`src/include/rv_core_config.svh`:
```
`ifndef RV_CORE_CONFIG_SVH
`define RV_CORE_CONFIG_SVH

// PC given to the first instruction accepted after reset.
`define RV_RESET_PC 32'h0000_0000

// Architectural register count.
`define RV_NUM_REGS 32

// Word address bits driven on the data bus.
`define RV_MEM_ADDR_WIDTH 10

`endif

```
`src/hdl/rv_core_pkg.sv`:
```
package rv_core_pkg;

   typedef logic [31:0] word_t;
   typedef logic [4:0]  reg_addr_t;
   typedef logic [6:0]  opcode_t;

   // Major opcodes of the supported RV32I subset.
   localparam opcode_t OPC_OP     = 7'b0110011;
   localparam opcode_t OPC_OP_IMM = 7'b0010011;
   localparam opcode_t OPC_LUI    = 7'b0110111;
   localparam opcode_t OPC_AUIPC  = 7'b0010111;
   localparam opcode_t OPC_LOAD   = 7'b0000011;
   localparam opcode_t OPC_STORE  = 7'b0100011;

   typedef enum logic [3:0] {
      ALU_ADD,
      ALU_SUB,
      ALU_AND,
      ALU_OR,
      ALU_XOR,
      ALU_SLT,
      ALU_SLTU,
      ALU_SLL,
      ALU_SRL,
      ALU_SRA,
      ALU_PASS_B
   } alu_op_e;

   typedef enum logic [1:0] {
      MEM_NONE,
      MEM_LOAD,
      MEM_STORE
   } mem_op_e;

   typedef enum logic {
      RES_IDLE,
      RES_BUS
   } result_state_e;

endpackage

```
`src/hdl/rv_stage_if.sv`:
```
`timescale 1ns/1ps

interface rv_stage_if;
   import rv_core_pkg::*;

   logic      valid;
   logic      ready;
   alu_op_e   alu_op;
   mem_op_e   mem_op;
   reg_addr_t rd;
   // Between execute and result this carries the ALU result or the address.
   word_t     operand_a;
   word_t     operand_b;
   word_t     store_data;

   modport sender (
      output valid,
      output alu_op,
      output mem_op,
      output rd,
      output operand_a,
      output operand_b,
      output store_data,
      input  ready
   );

   modport receiver (
      input  valid,
      input  alu_op,
      input  mem_op,
      input  rd,
      input  operand_a,
      input  operand_b,
      input  store_data,
      output ready
   );

endinterface

```
`src/hdl/rv_regfile.sv`:
```
`timescale 1ns/1ps

`include "rv_core_config.svh"

module rv_regfile (
   input  logic                  clk,
   input  logic                  reset,
   input  rv_core_pkg::reg_addr_t raddr_a_i,
   input  rv_core_pkg::reg_addr_t raddr_b_i,
   output rv_core_pkg::word_t     rdata_a_o,
   output rv_core_pkg::word_t     rdata_b_o,
   input  logic                  we_i,
   input  rv_core_pkg::reg_addr_t waddr_i,
   input  rv_core_pkg::word_t     wdata_i
);
   import rv_core_pkg::*;

   word_t regs [`RV_NUM_REGS];

   always_ff @(posedge clk) begin
      if (reset) begin
         for (int i = 0; i < `RV_NUM_REGS; i++) begin
            regs[i] <= '0;
         end
      end else if (we_i && (waddr_i != '0)) begin
         regs[waddr_i] <= wdata_i;
      end
   end

   // x0 is hardwired to zero regardless of what the array holds.
   assign rdata_a_o = (raddr_a_i == '0) ? '0 : regs[raddr_a_i];
   assign rdata_b_o = (raddr_b_i == '0) ? '0 : regs[raddr_b_i];

endmodule

```
`src/hdl/rv_decode.sv`:
```
`timescale 1ns/1ps

`include "rv_core_config.svh"

module rv_decode (
   input  logic                  clk,
   input  logic                  reset,
   input  rv_core_pkg::word_t     insn_i,
   input  logic                  insn_valid_i,
   output logic                  insn_ready_o,
   input  logic                  wb_we_i,
   input  rv_core_pkg::reg_addr_t wb_rd_i,
   input  rv_core_pkg::word_t     wb_data_i,
   rv_stage_if.sender            out
);
   import rv_core_pkg::*;

   logic                    need_rs1;
   logic                    need_rs2;
   logic                    need_rd;
   reg_addr_t               dst_in;
   logic                    hazard;
   logic                    accept;
   logic                    advance;
   logic                    ready_en;
   logic [`RV_NUM_REGS-1:0] busy;
   word_t                   pc;
   logic                    insn_q_valid;
   word_t                   insn_q;
   word_t                   pc_q;
   reg_addr_t               dst_q;
   word_t                   rdata_a;
   word_t                   rdata_b;
   word_t                   imm;
   word_t                   op_a;
   word_t                   op_b;
   alu_op_e                 alu_op;
   mem_op_e                 mem_op;
   logic                    sel_pc;
   logic                    zero_a;
   logic                    sel_imm;

   function automatic alu_op_e alu_func(input logic [2:0] funct3, input logic alt);
      case (funct3)
         3'b000:  return alt ? ALU_SUB : ALU_ADD;
         3'b001:  return ALU_SLL;
         3'b010:  return ALU_SLT;
         3'b011:  return ALU_SLTU;
         3'b100:  return ALU_XOR;
         3'b101:  return alt ? ALU_SRA : ALU_SRL;
         3'b110:  return ALU_OR;
         default: return ALU_AND;
      endcase
   endfunction

   // Register usage of the presented instruction, for the scoreboard check.
   always_comb begin
      need_rs1 = 1'b0;
      need_rs2 = 1'b0;
      need_rd  = 1'b0;
      case (opcode_t'(insn_i[6:0]))
         OPC_OP: begin
            need_rs1 = 1'b1;
            need_rs2 = 1'b1;
            need_rd  = 1'b1;
         end
         OPC_OP_IMM, OPC_LOAD: begin
            need_rs1 = 1'b1;
            need_rd  = 1'b1;
         end
         OPC_LUI, OPC_AUIPC: need_rd = 1'b1;
         OPC_STORE: begin
            need_rs1 = 1'b1;
            need_rs2 = 1'b1;
         end
         default: ;
      endcase
   end

   assign dst_in = need_rd ? insn_i[11:7] : '0;
   assign hazard = (need_rs1 && busy[insn_i[19:15]]) ||
                   (need_rs2 && busy[insn_i[24:20]]) || busy[dst_in];
   assign advance = insn_q_valid && (!out.valid || out.ready);
   assign insn_ready_o = ready_en && !hazard && (!insn_q_valid || advance);
   assign accept = insn_valid_i && insn_ready_o;

   always_ff @(posedge clk) begin
      if (reset) begin
         ready_en     <= 1'b0;
         pc           <= `RV_RESET_PC;
         insn_q_valid <= 1'b0;
         busy         <= '0;
         out.valid    <= 1'b0;
      end else begin
         ready_en <= 1'b1;
         if (accept) begin
            pc <= pc + 32'd4;
         end
         if (accept) begin
            insn_q_valid <= 1'b1;
         end else if (advance) begin
            insn_q_valid <= 1'b0;
         end
         if (wb_we_i) begin
            busy[wb_rd_i] <= 1'b0;
         end
         // x0 is never marked, so writes to it never stall anything.
         if (accept && (dst_in != '0)) begin
            busy[dst_in] <= 1'b1;
         end
         if (advance) begin
            out.valid <= 1'b1;
         end else if (out.ready) begin
            out.valid <= 1'b0;
         end
      end
   end

   rv_regfile rv_regfile_inst (
      .clk       (clk),
      .reset     (reset),
      .raddr_a_i (insn_q[19:15]),
      .raddr_b_i (insn_q[24:20]),
      .rdata_a_o (rdata_a),
      .rdata_b_o (rdata_b),
      .we_i      (wb_we_i),
      .waddr_i   (wb_rd_i),
      .wdata_i   (wb_data_i)
   );

   // Unknown opcodes fall through as an add whose destination is x0.
   always_comb begin
      alu_op  = ALU_ADD;
      mem_op  = MEM_NONE;
      imm     = {{20{insn_q[31]}}, insn_q[31:20]};
      sel_pc  = 1'b0;
      zero_a  = 1'b0;
      sel_imm = 1'b1;
      case (opcode_t'(insn_q[6:0]))
         OPC_OP: begin
            sel_imm = 1'b0;
            alu_op  = alu_func(insn_q[14:12], insn_q[30]);
         end
         OPC_OP_IMM: alu_op = alu_func(insn_q[14:12], insn_q[30] && (insn_q[14:12] == 3'b101));
         OPC_LUI: begin
            imm    = {insn_q[31:12], 12'h000};
            zero_a = 1'b1;
            alu_op = ALU_PASS_B;
         end
         OPC_AUIPC: begin
            imm    = {insn_q[31:12], 12'h000};
            sel_pc = 1'b1;
         end
         OPC_LOAD: mem_op = MEM_LOAD;
         OPC_STORE: begin
            imm    = {{20{insn_q[31]}}, insn_q[31:25], insn_q[11:7]};
            mem_op = MEM_STORE;
         end
         default: ;
      endcase
      op_a = zero_a ? '0 : (sel_pc ? pc_q : rdata_a);
      op_b = sel_imm ? imm : rdata_b;
   end

   always_ff @(posedge clk) begin
      if (accept) begin
         insn_q <= insn_i;
         pc_q   <= pc;
         dst_q  <= dst_in;
      end
      if (advance) begin
         out.alu_op     <= alu_op;
         out.mem_op     <= mem_op;
         out.rd         <= dst_q;
         out.operand_a  <= op_a;
         out.operand_b  <= op_b;
         out.store_data <= rdata_b;
      end
   end

endmodule

```
`src/hdl/rv_execute.sv`:
```
`timescale 1ns/1ps

module rv_execute (
   input  logic         clk,
   input  logic         reset,
   rv_stage_if.receiver in,
   rv_stage_if.sender   out
);
   import rv_core_pkg::*;

   word_t      result;
   word_t      sum;
   logic [4:0] shamt;
   logic       take;

   // The output register can accept when empty or when it drains this cycle.
   assign in.ready = !out.valid || out.ready;
   assign take     = in.valid && in.ready;

   // Loads and stores use the adder output as their byte address.
   assign sum   = in.operand_a + in.operand_b;
   assign shamt = in.operand_b[4:0];

   always_comb begin
      case (in.alu_op)
         ALU_ADD:    result = sum;
         ALU_SUB:    result = in.operand_a - in.operand_b;
         ALU_AND:    result = in.operand_a & in.operand_b;
         ALU_OR:     result = in.operand_a | in.operand_b;
         ALU_XOR:    result = in.operand_a ^ in.operand_b;
         ALU_SLT:    result = {31'd0, $signed(in.operand_a) < $signed(in.operand_b)};
         ALU_SLTU:   result = {31'd0, in.operand_a < in.operand_b};
         ALU_SLL:    result = in.operand_a << shamt;
         ALU_SRL:    result = in.operand_a >> shamt;
         ALU_SRA:    result = word_t'($signed(in.operand_a) >>> shamt);
         ALU_PASS_B: result = in.operand_b;
         default:    result = sum;
      endcase
   end

   always_ff @(posedge clk) begin
      if (reset) begin
         out.valid <= 1'b0;
      end else if (take) begin
         out.valid <= 1'b1;
      end else if (out.ready) begin
         out.valid <= 1'b0;
      end
   end

   always_ff @(posedge clk) begin
      if (take) begin
         out.alu_op     <= in.alu_op;
         out.mem_op     <= in.mem_op;
         out.rd         <= in.rd;
         out.operand_a  <= result;
         out.operand_b  <= in.operand_b;
         out.store_data <= in.store_data;
      end
   end

endmodule

```
`src/hdl/rv_result.sv`:
```
`timescale 1ns/1ps

`include "rv_core_config.svh"

module rv_result (
   input  logic                          clk,
   input  logic                          reset,
   rv_stage_if.receiver                  in,
   output logic                          wb_cyc_o,
   output logic                          wb_stb_o,
   output logic                          wb_we_o,
   output logic [`RV_MEM_ADDR_WIDTH-1:0] wb_adr_o,
   output rv_core_pkg::word_t             wb_dat_o,
   input  rv_core_pkg::word_t             wb_dat_i,
   input  logic                          wb_ack_i,
   output logic                          retire_valid_o,
   output rv_core_pkg::reg_addr_t         retire_rd_o,
   output rv_core_pkg::word_t             retire_data_o
);
   import rv_core_pkg::*;

   result_state_e state;
   logic          take;

   assign in.ready = (state == RES_IDLE);
   assign take     = in.valid && in.ready;

   always_ff @(posedge clk) begin
      if (reset) begin
         state          <= RES_IDLE;
         wb_cyc_o       <= 1'b0;
         wb_stb_o       <= 1'b0;
         wb_we_o        <= 1'b0;
         wb_adr_o       <= '0;
         wb_dat_o       <= '0;
         retire_valid_o <= 1'b0;
         retire_rd_o    <= '0;
         retire_data_o  <= '0;
      end else begin
         retire_valid_o <= 1'b0;
         case (state)
            RES_IDLE: begin
               if (take) begin
                  // The destination is kept here so a load can retire on its ack.
                  retire_rd_o <= in.rd;
                  if (in.mem_op == MEM_NONE) begin
                     retire_data_o  <= in.operand_a;
                     retire_valid_o <= (in.rd != '0);
                  end else begin
                     state    <= RES_BUS;
                     wb_cyc_o <= 1'b1;
                     wb_stb_o <= 1'b1;
                     wb_we_o  <= (in.mem_op == MEM_STORE);
                     wb_adr_o <= in.operand_a[`RV_MEM_ADDR_WIDTH+1:2];
                     wb_dat_o <= in.store_data;
                  end
               end
            end
            RES_BUS: begin
               // All bus fields hold until the slave acknowledges.
               if (wb_ack_i) begin
                  state    <= RES_IDLE;
                  wb_cyc_o <= 1'b0;
                  wb_stb_o <= 1'b0;
                  wb_we_o  <= 1'b0;
                  if (!wb_we_o) begin
                     retire_data_o  <= wb_dat_i;
                     retire_valid_o <= (retire_rd_o != '0);
                  end
               end
            end
            default: state <= RES_IDLE;
         endcase
      end
   end

endmodule

```
`src/hdl/rv_core_top.sv`:
```
`timescale 1ns/1ps

`include "rv_core_config.svh"

module rv_core_top (
   input  logic                          clk,
   input  logic                          reset,
   input  rv_core_pkg::word_t             insn_i,
   input  logic                          insn_valid_i,
   output logic                          insn_ready_o,
   output logic                          wb_cyc_o,
   output logic                          wb_stb_o,
   output logic                          wb_we_o,
   output logic [`RV_MEM_ADDR_WIDTH-1:0] wb_adr_o,
   output rv_core_pkg::word_t             wb_dat_o,
   input  rv_core_pkg::word_t             wb_dat_i,
   input  logic                          wb_ack_i,
   output logic                          retire_valid_o,
   output rv_core_pkg::reg_addr_t         retire_rd_o,
   output rv_core_pkg::word_t             retire_data_o
);

   rv_stage_if dec_exe_if ();
   rv_stage_if exe_res_if ();

   // Write-back comes from the retire port, which also clears the scoreboard.
   rv_decode rv_decode_inst (
      .clk          (clk),
      .reset        (reset),
      .insn_i       (insn_i),
      .insn_valid_i (insn_valid_i),
      .insn_ready_o (insn_ready_o),
      .wb_we_i      (retire_valid_o),
      .wb_rd_i      (retire_rd_o),
      .wb_data_i    (retire_data_o),
      .out          (dec_exe_if.sender)
   );

   rv_execute rv_execute_inst (
      .clk   (clk),
      .reset (reset),
      .in    (dec_exe_if.receiver),
      .out   (exe_res_if.sender)
   );

   rv_result rv_result_inst (
      .clk            (clk),
      .reset          (reset),
      .in             (exe_res_if.receiver),
      .wb_cyc_o       (wb_cyc_o),
      .wb_stb_o       (wb_stb_o),
      .wb_we_o        (wb_we_o),
      .wb_adr_o       (wb_adr_o),
      .wb_dat_o       (wb_dat_o),
      .wb_dat_i       (wb_dat_i),
      .wb_ack_i       (wb_ack_i),
      .retire_valid_o (retire_valid_o),
      .retire_rd_o    (retire_rd_o),
      .retire_data_o  (retire_data_o)
   );

endmodule

```
`config.mk`:
```
export PLATFORM = sky130hd
export DESIGN_NAME = rv_core_top
export DESIGN_NICKNAME = d
export VERILOG_FILES = /design/src/hdl/rv_core_pkg.sv /design/src/hdl/rv_stage_if.sv /design/src/hdl/rv_regfile.sv /design/src/hdl/rv_decode.sv /design/src/hdl/rv_execute.sv /design/src/hdl/rv_result.sv /design/src/hdl/rv_core_top.sv
export VERILOG_INCLUDE_DIRS = /design/src /design/src/include
export SDC_FILE = /design/constraint.sdc
export NUM_CORES = 2
export LEC_CHECK = 0
export BUFFER_PORTS_ARGS = -buffer_cell sky130_fd_sc_hd__buf_2
export CAP_MARGIN = 30
export CORE_MARGIN = 2
export CORE_UTILIZATION = 60
export CTS_BUF_LIST = sky130_fd_sc_hd__clkbuf_4 sky130_fd_sc_hd__clkbuf_8
export CTS_CLUSTER_DIAMETER = 50
export DETAILED_ROUTE_END_ITERATION = 7
export PLACE_DENSITY = 0.8
export RECOVER_POWER = 100
export SYNTH_ARGS = -nofsm -noshare
export SYNTH_HDL_FRONTEND = slang
export SYNTH_HIERARCHICAL = 1
export SYNTH_SLANG_ARGS = --single-unit
```
`constraint.sdc`:
```
create_clock -name clk -period 7.85 [get_ports clk]
set_input_delay 0.785 -clock clk [delete_from_list [all_inputs] [get_ports clk]]
set_output_delay 0.785 -clock clk [all_outputs]
set_load 0.01 [all_outputs]
```
# --- Word level (Yosys, flattened, before mapping) ---
# Memory sizes are Yosys's and may differ from the RTL's. A register that Yosys moved wholly into a read port is not among the register bits.
# Index checks and enable logic that the tools add are counted.
word_totals:
  regBits: 398
  ram_bits: 1024
  wordCells: 196
  memories: 1
classes:
  addsub: 3
  magnitude_cmp: 8
  n_eq_ne: 35
  shifts: 3
  muxes: 71
  bitwise_logic: 8
  n_reduce_logical: 40
memory_table:
  columns: ["memory", "words", "word_bits", "rd", "rd_clocked_by_memory_dff", "wr", "line", "text"]
  rows:
  - ["rv_decode_inst.rv_regfile_inst.regs", 32, 32, 2, 2, 32, "rv_regfile.sv:18", "word_t regs [`RV_NUM_REGS];"]
op_table:
  columns: ["operator", "count"]
  rows:
  - ["$mux 32", 12]
  - ["$pmux 32 s10", 1]
  - ["$and 32x32->32", 2]
  - ["$lt 32x32->1", 2]
  - ["$or 32x32->32", 2]
  - ["$pmux 32 s2", 1]
  - ["$pmux 31 s2", 1]
  - ["$pmux 4 s7", 2]
  - ["$eq 7x6->1 const B", 6]
  - ["$mux 1", 39]
  - ["$add 32x3->32 const B", 1]
  - ["$add 32x32->32", 1]
  - ["$not 32->32", 1]
  - ["$reduce_or 32->1", 1]
  - ["$shl 32x5->32", 1]
  - ["$shr 32x5->32", 1]
  - ["$sshr 32x5->32", 1]
  - ["$sub 32x32->32", 1]
  - ["$xor 32x32->32", 1]
  - ["$eq 7x5->1 const B", 4]
  - ["$lt 5x6->1 const B", 4]
  - ["$mux 5", 4]
  - ["$eq 4x3->1 const B", 4]
  - ["$bmux 1 s5", 3]
  - ["30 further kinds", 72]

# --- Depth between registers and ports, before layout ---
logic_depth:
  ltp_word: 13
  mapped_depth: 16

# --- Cells and area by module ---
# Netlist, hierarchy kept.
modules_own_cells:
  columns: ["module", "n_inst", "cells_per_inst", "area_each_um2", "seq_area_each_um2"]
  rows:
  - ["rv_regfile", 1, 3766, 54632.4, 30749.5]
  - ["rv_execute", 1, 1484, 12863.6, 3233.1]
  - ["rv_decode", 1, 823, 10214.8, 6526.3]
  - ["rv_result", 1, 385, 3593.4, 1661.6]

# --- Worst setup path after synthesis ---
# OpenSTA, ideal clock, no wires.
synth_timing:
  path_kind: "register -> register"
  from: "reg rv_result_inst.state"
  to: "reg rv_decode_inst.out.alu_op[0] (enable)"
  arrival_time_ps: 5686
  required_ps: 7263
  slack_ps: 1577
  stages_incl_launch_ff: 7
  path_buffers: 2
  cell_sequence: "dfxtp_1 -> buf_4 -> buf_2 -> inv_1 -> nand2b_1 -> nor2b_1 -> nor2b_1"
synth_via:
  elab_chain_len: 4
synth_rtl:
  columns: ["item", "line", "text"]
  rows:
  - ["start: declaration", "rv_result.sv:22", "result_state_e state;"]
  - ["start signal: assignment", "rv_result.sv:30", "state <= RES_IDLE;"]
  - ["start signal: assignment", "rv_result.sv:50", "state <= RES_BUS;"]
  - ["start signal: assignment", "rv_result.sv:62", "state <= RES_IDLE;"]
  - ["$not 1->1 (no line)", null, null]
  - ["via exe_res_if.ready", "rv_stage_if.sv:7", "logic ready;"]
  - ["$logic_or 1x1->1", "rv_execute.sv:17", "assign in.ready = !out.valid || out.ready;"]
  - ["via dec_exe_if.ready", "rv_stage_if.sv:7", null]
  - ["$logic_or 1x1->1", "rv_decode.sv:83", "assign advance = insn_q_valid && (!out.valid || out.ready);"]
  - ["$logic_and 1x1->1", "rv_decode.sv:83", null]
  - ["via rv_decode_inst.advance", "rv_decode.sv:24", "logic advance;"]
  - ["end: declaration", "rv_stage_if.sv:18", "output alu_op,"]
# The timed path passes the listed nets, and every way through them passes these cells.
# A chain may end at the register's enable or synchronous reset.

==> Flow_metrics.wiki <==
{| class="wikitable"
! Metric !! Value
|-
| Result of the run || finished with violations
|-
| Violated checks || max-capacitance violations, max-slew violations
|-
| Count of endpoints failing hold in the final timing report || 0
|-
| Yosys warning total || 6
|-
| Filler cell count || 9,849
|-
| Normalized max-slew margin || -149.1%
|-
| Top-level port count || 152
|-
| Antenna violations before repair || 18
|-
| Post-synthesis cell area || 80,220 um2
|-
| Worst setup slack after layout || 1339 ps
|-
| Power density normalized to cell area || 195.1 nW/um2
|-
| Final-layout worst hold slack || 99.72 ps
|-
| Maximum buffer depth of the clock tree || 3
|-
| Startpoint types || input port
|-
| I/O Buffers || 151
|-
| Root buffer selected by CTS || sky130_fd_sc_hd__clkbuf_8
|-
| Proportion of total power due to net switching || 26.38%
|-
| Initial standard-cell utilization of the core || 60.26%
|-
| Placed Instances || 7,990
|-
| Number of iterations in the first detailed-routing pass || 8
|-
| Critical path buffer and inverter count || 2
|-
| Routed WL per cell || 34.94 um
|-
| Count of unresolved DRC violations after routing || 0
|-
| Final std cells w/o fill || 8,442
|-
| Skew-Pair Late Insertion Delay || 1020 ps
|-
| Slowest stage cell, crit path || sky130_fd_sc_hd__clkbuf_1
|-
| Clock tree skew after final layout || 78.34 ps
|-
| Resized cells post-CTS || 0
|-
| Pin count of the biggest net entering global routing || 118
|-
| H-Tree Depth || 4
|-
| Post-route fraction of the period consumed by the critical path || 82.94%
|-
| Type of destination of the critical path || register
|-
| Tightest Pin Transition || 3737 ps
|-
| Worst-case vdd ir drop || 0.0001728 V
|-
| Final wirelength || 295.0 mm
|-
| TritonCTS buffer count || 226
|-
| RD Place Congestion || 1.027
|-
| Clk pin slew, worst setup/hold paths || 70 ps
|-
| Width of the die || 369.7 um
|-
| Maximum operating frequency || 153.6 MHz
|-
| Critical path cell sequence || clkbuf_1 -> nand4bb_1 -> nor2_1 -> or2_0 -> clkbuf_1
|-
| Final number of setup-violating endpoints || 0
|-
| Detailed placement HPWL || 188.5 mm
|-
| CP Class || input port to register
|-
| Fin. max-slew vios || 2,511
|-
| Remaining number of nets flagged by the antenna check after routing || 0
|-
| Starting DRC count in detailed routing || 10,378
|-
| Portion of total power attributed to combinational logic || 10.3%
|-
| Clock sinks || 1,418
|-
| Cells after synthesis || 6,422
|-
| Total number of vias || 61,570
|-
| Part of the total power dissipated in the clock network || 38.8%
|-
| Combined area of the multi-input logic cells || 35,890 um2
|-
| Total congestion overflow after global routing || 0
|-
| Arrival time at the worst endpoint || 7070 ps
|-
| Vias per Instance || 7.293
|-
| Int Pwr || 12.49 mW
|-
| Overall fraction of global-route tracks in use || 42.71%
|-
| Design Area, Final || 86,980 um2
|-
| CP Max Fanout || 45
|-
| Post-synthesis area per instance || 12.49 um2
|-
| Die area || 136,600 um2
|-
| Floorplan core area || 133,100 um2
|-
| Post-placement setup slack || 3258 ps
|-
| Crit-path leading delay family || simple AND/OR/NAND/NOR gates
|-
| Syn-to-layout area delta || 8.422%
|-
| Global-route wire length before repair || 416.2 mm
|-
| Final Power || 16.97 mW
|-
| Number of nets at the end of the flow || 6,643
|-
| Stage delay of the slowest cell on the critical path || 1730 ps
|-
| RSZ-0062 raised after global routing || no
|-
| Minimum clock period || 6511 ps
|-
| Share of post-route cells with drive strength above 1 || 17.24%
|-
| Hold-fix buffer count after cts || 18
|-
| Worst Hold Class || input port to register
|-
| Post-CTS setup-driven buffer insertion count || 0
|-
| Total Neg Setup Slack || 0 ps
|-
| CTS tree || yes
|-
| Count of maximum capacitance violations || 81
|-
| Post-Place Cell Area || 82,760 um2
|-
| Portion of total power attributed to sequential cells || 50.9%
|-
| Sequential cell area || 41,090 um2
|-
| Number of cell rows || 134
|-
| Chip height || 369.7 um
|-
| Number of global-route vias before repair || 59,243
|-
| Critical path required time || 8410 ps
|-
| Switch Pwr || 4.476 mW
|-
| Most common cell on crit path || sky130_fd_sc_hd__clkbuf_1
|-
| Post-layout utilization of the core || 65.34%
|-
| Cell leakage power || 30.94 nW
|}
worst paths after layout:
path                                      from                                        end  slack (ps)  depth (start not counted)
setup / recovery                         reset  rv_decode_inst/rv_regfile_inst/regs[6][3]        1340                          5
hold / removal                        wb_ack_i                       rv_result_inst/state         100                          3
setup reg to reg     rv_decode_inst/insn_q[22]            rv_decode_inst/out.operand_b[4]        1660                          9
hold reg to reg   rv_decode_inst/out.mem_op[1]              rv_execute_inst/out.mem_op[1]         420                          0
final cells by class:
cell class,count,share of cell area (%)
tap,1768,2.543
clock inverter,112,1.017
clock buffer,304,4.364
antenna,11,0.03165
sequential,1418,47.24
timing repair buffer,416,2.999
inverter,124,0.5366
multi-input combinational,4289,41.27
power groups by stage:
stage / clock [mW] / sequential, mW / combinational [mW]
final: 6.58 / 8.64 / 1.74
after global routing: 6.91 / 8.65 / 1.77
after floorplan: 0 / 8.70 / 1.04
after CTS: 6.60 / 8.62 / 1.66
after global placement: 0 / 8.76 / 1.61
after detailed placement: 0 / 8.78 / 1.65
cells in the final DEF (no fill, tap or decap), drive strengths merged, types with 95 or more instances in the layout:
cell,instances
edfxtp,1269
and2,1007
clkbuf,485
mux4,425
mux2i,402
a21oi,255
nand2,253
o21ai,226
buf,212
nor2,211
dfxtp,149
inv,130
a22oi,123
nand3,115
ha,98
clkinv,96
a211oi,95
worst min-delay path: stages:
cell and delay, ps:
sky130_fd_sc_hd__buf_2 100, sky130_fd_sc_hd__nand2b_1 110, sky130_fd_sc_hd__a21oi_1 60
metal layers:
layer  global-route usage [%]  part of all wire, %
met1                    54.61                   34
met2                    59.47                   42
met3                    16.59                   16
met4                    30.17                  8.4
met5                   0.7123                0.093
registers in the layout (all words and copies together), names as in the netlist, 32 cells and up:
signal / flops
rv_decode_inst/busy: 32
rv_decode_inst/insn_q: 32
rv_execute_inst/out.store_data: 32
rv_decode_inst/out.operand_a: 32
rv_decode_inst/out.store_data: 32
rv_decode_inst/rv_regfile_inst/regs: 1024
rv_decode_inst/out.operand_b: 32
rv_result_inst/retire_data_o: 32
rv_result_inst/wb_dat_o: 32
rv_execute_inst/out.operand_a: 32
(Power assumes the default switching activity.)
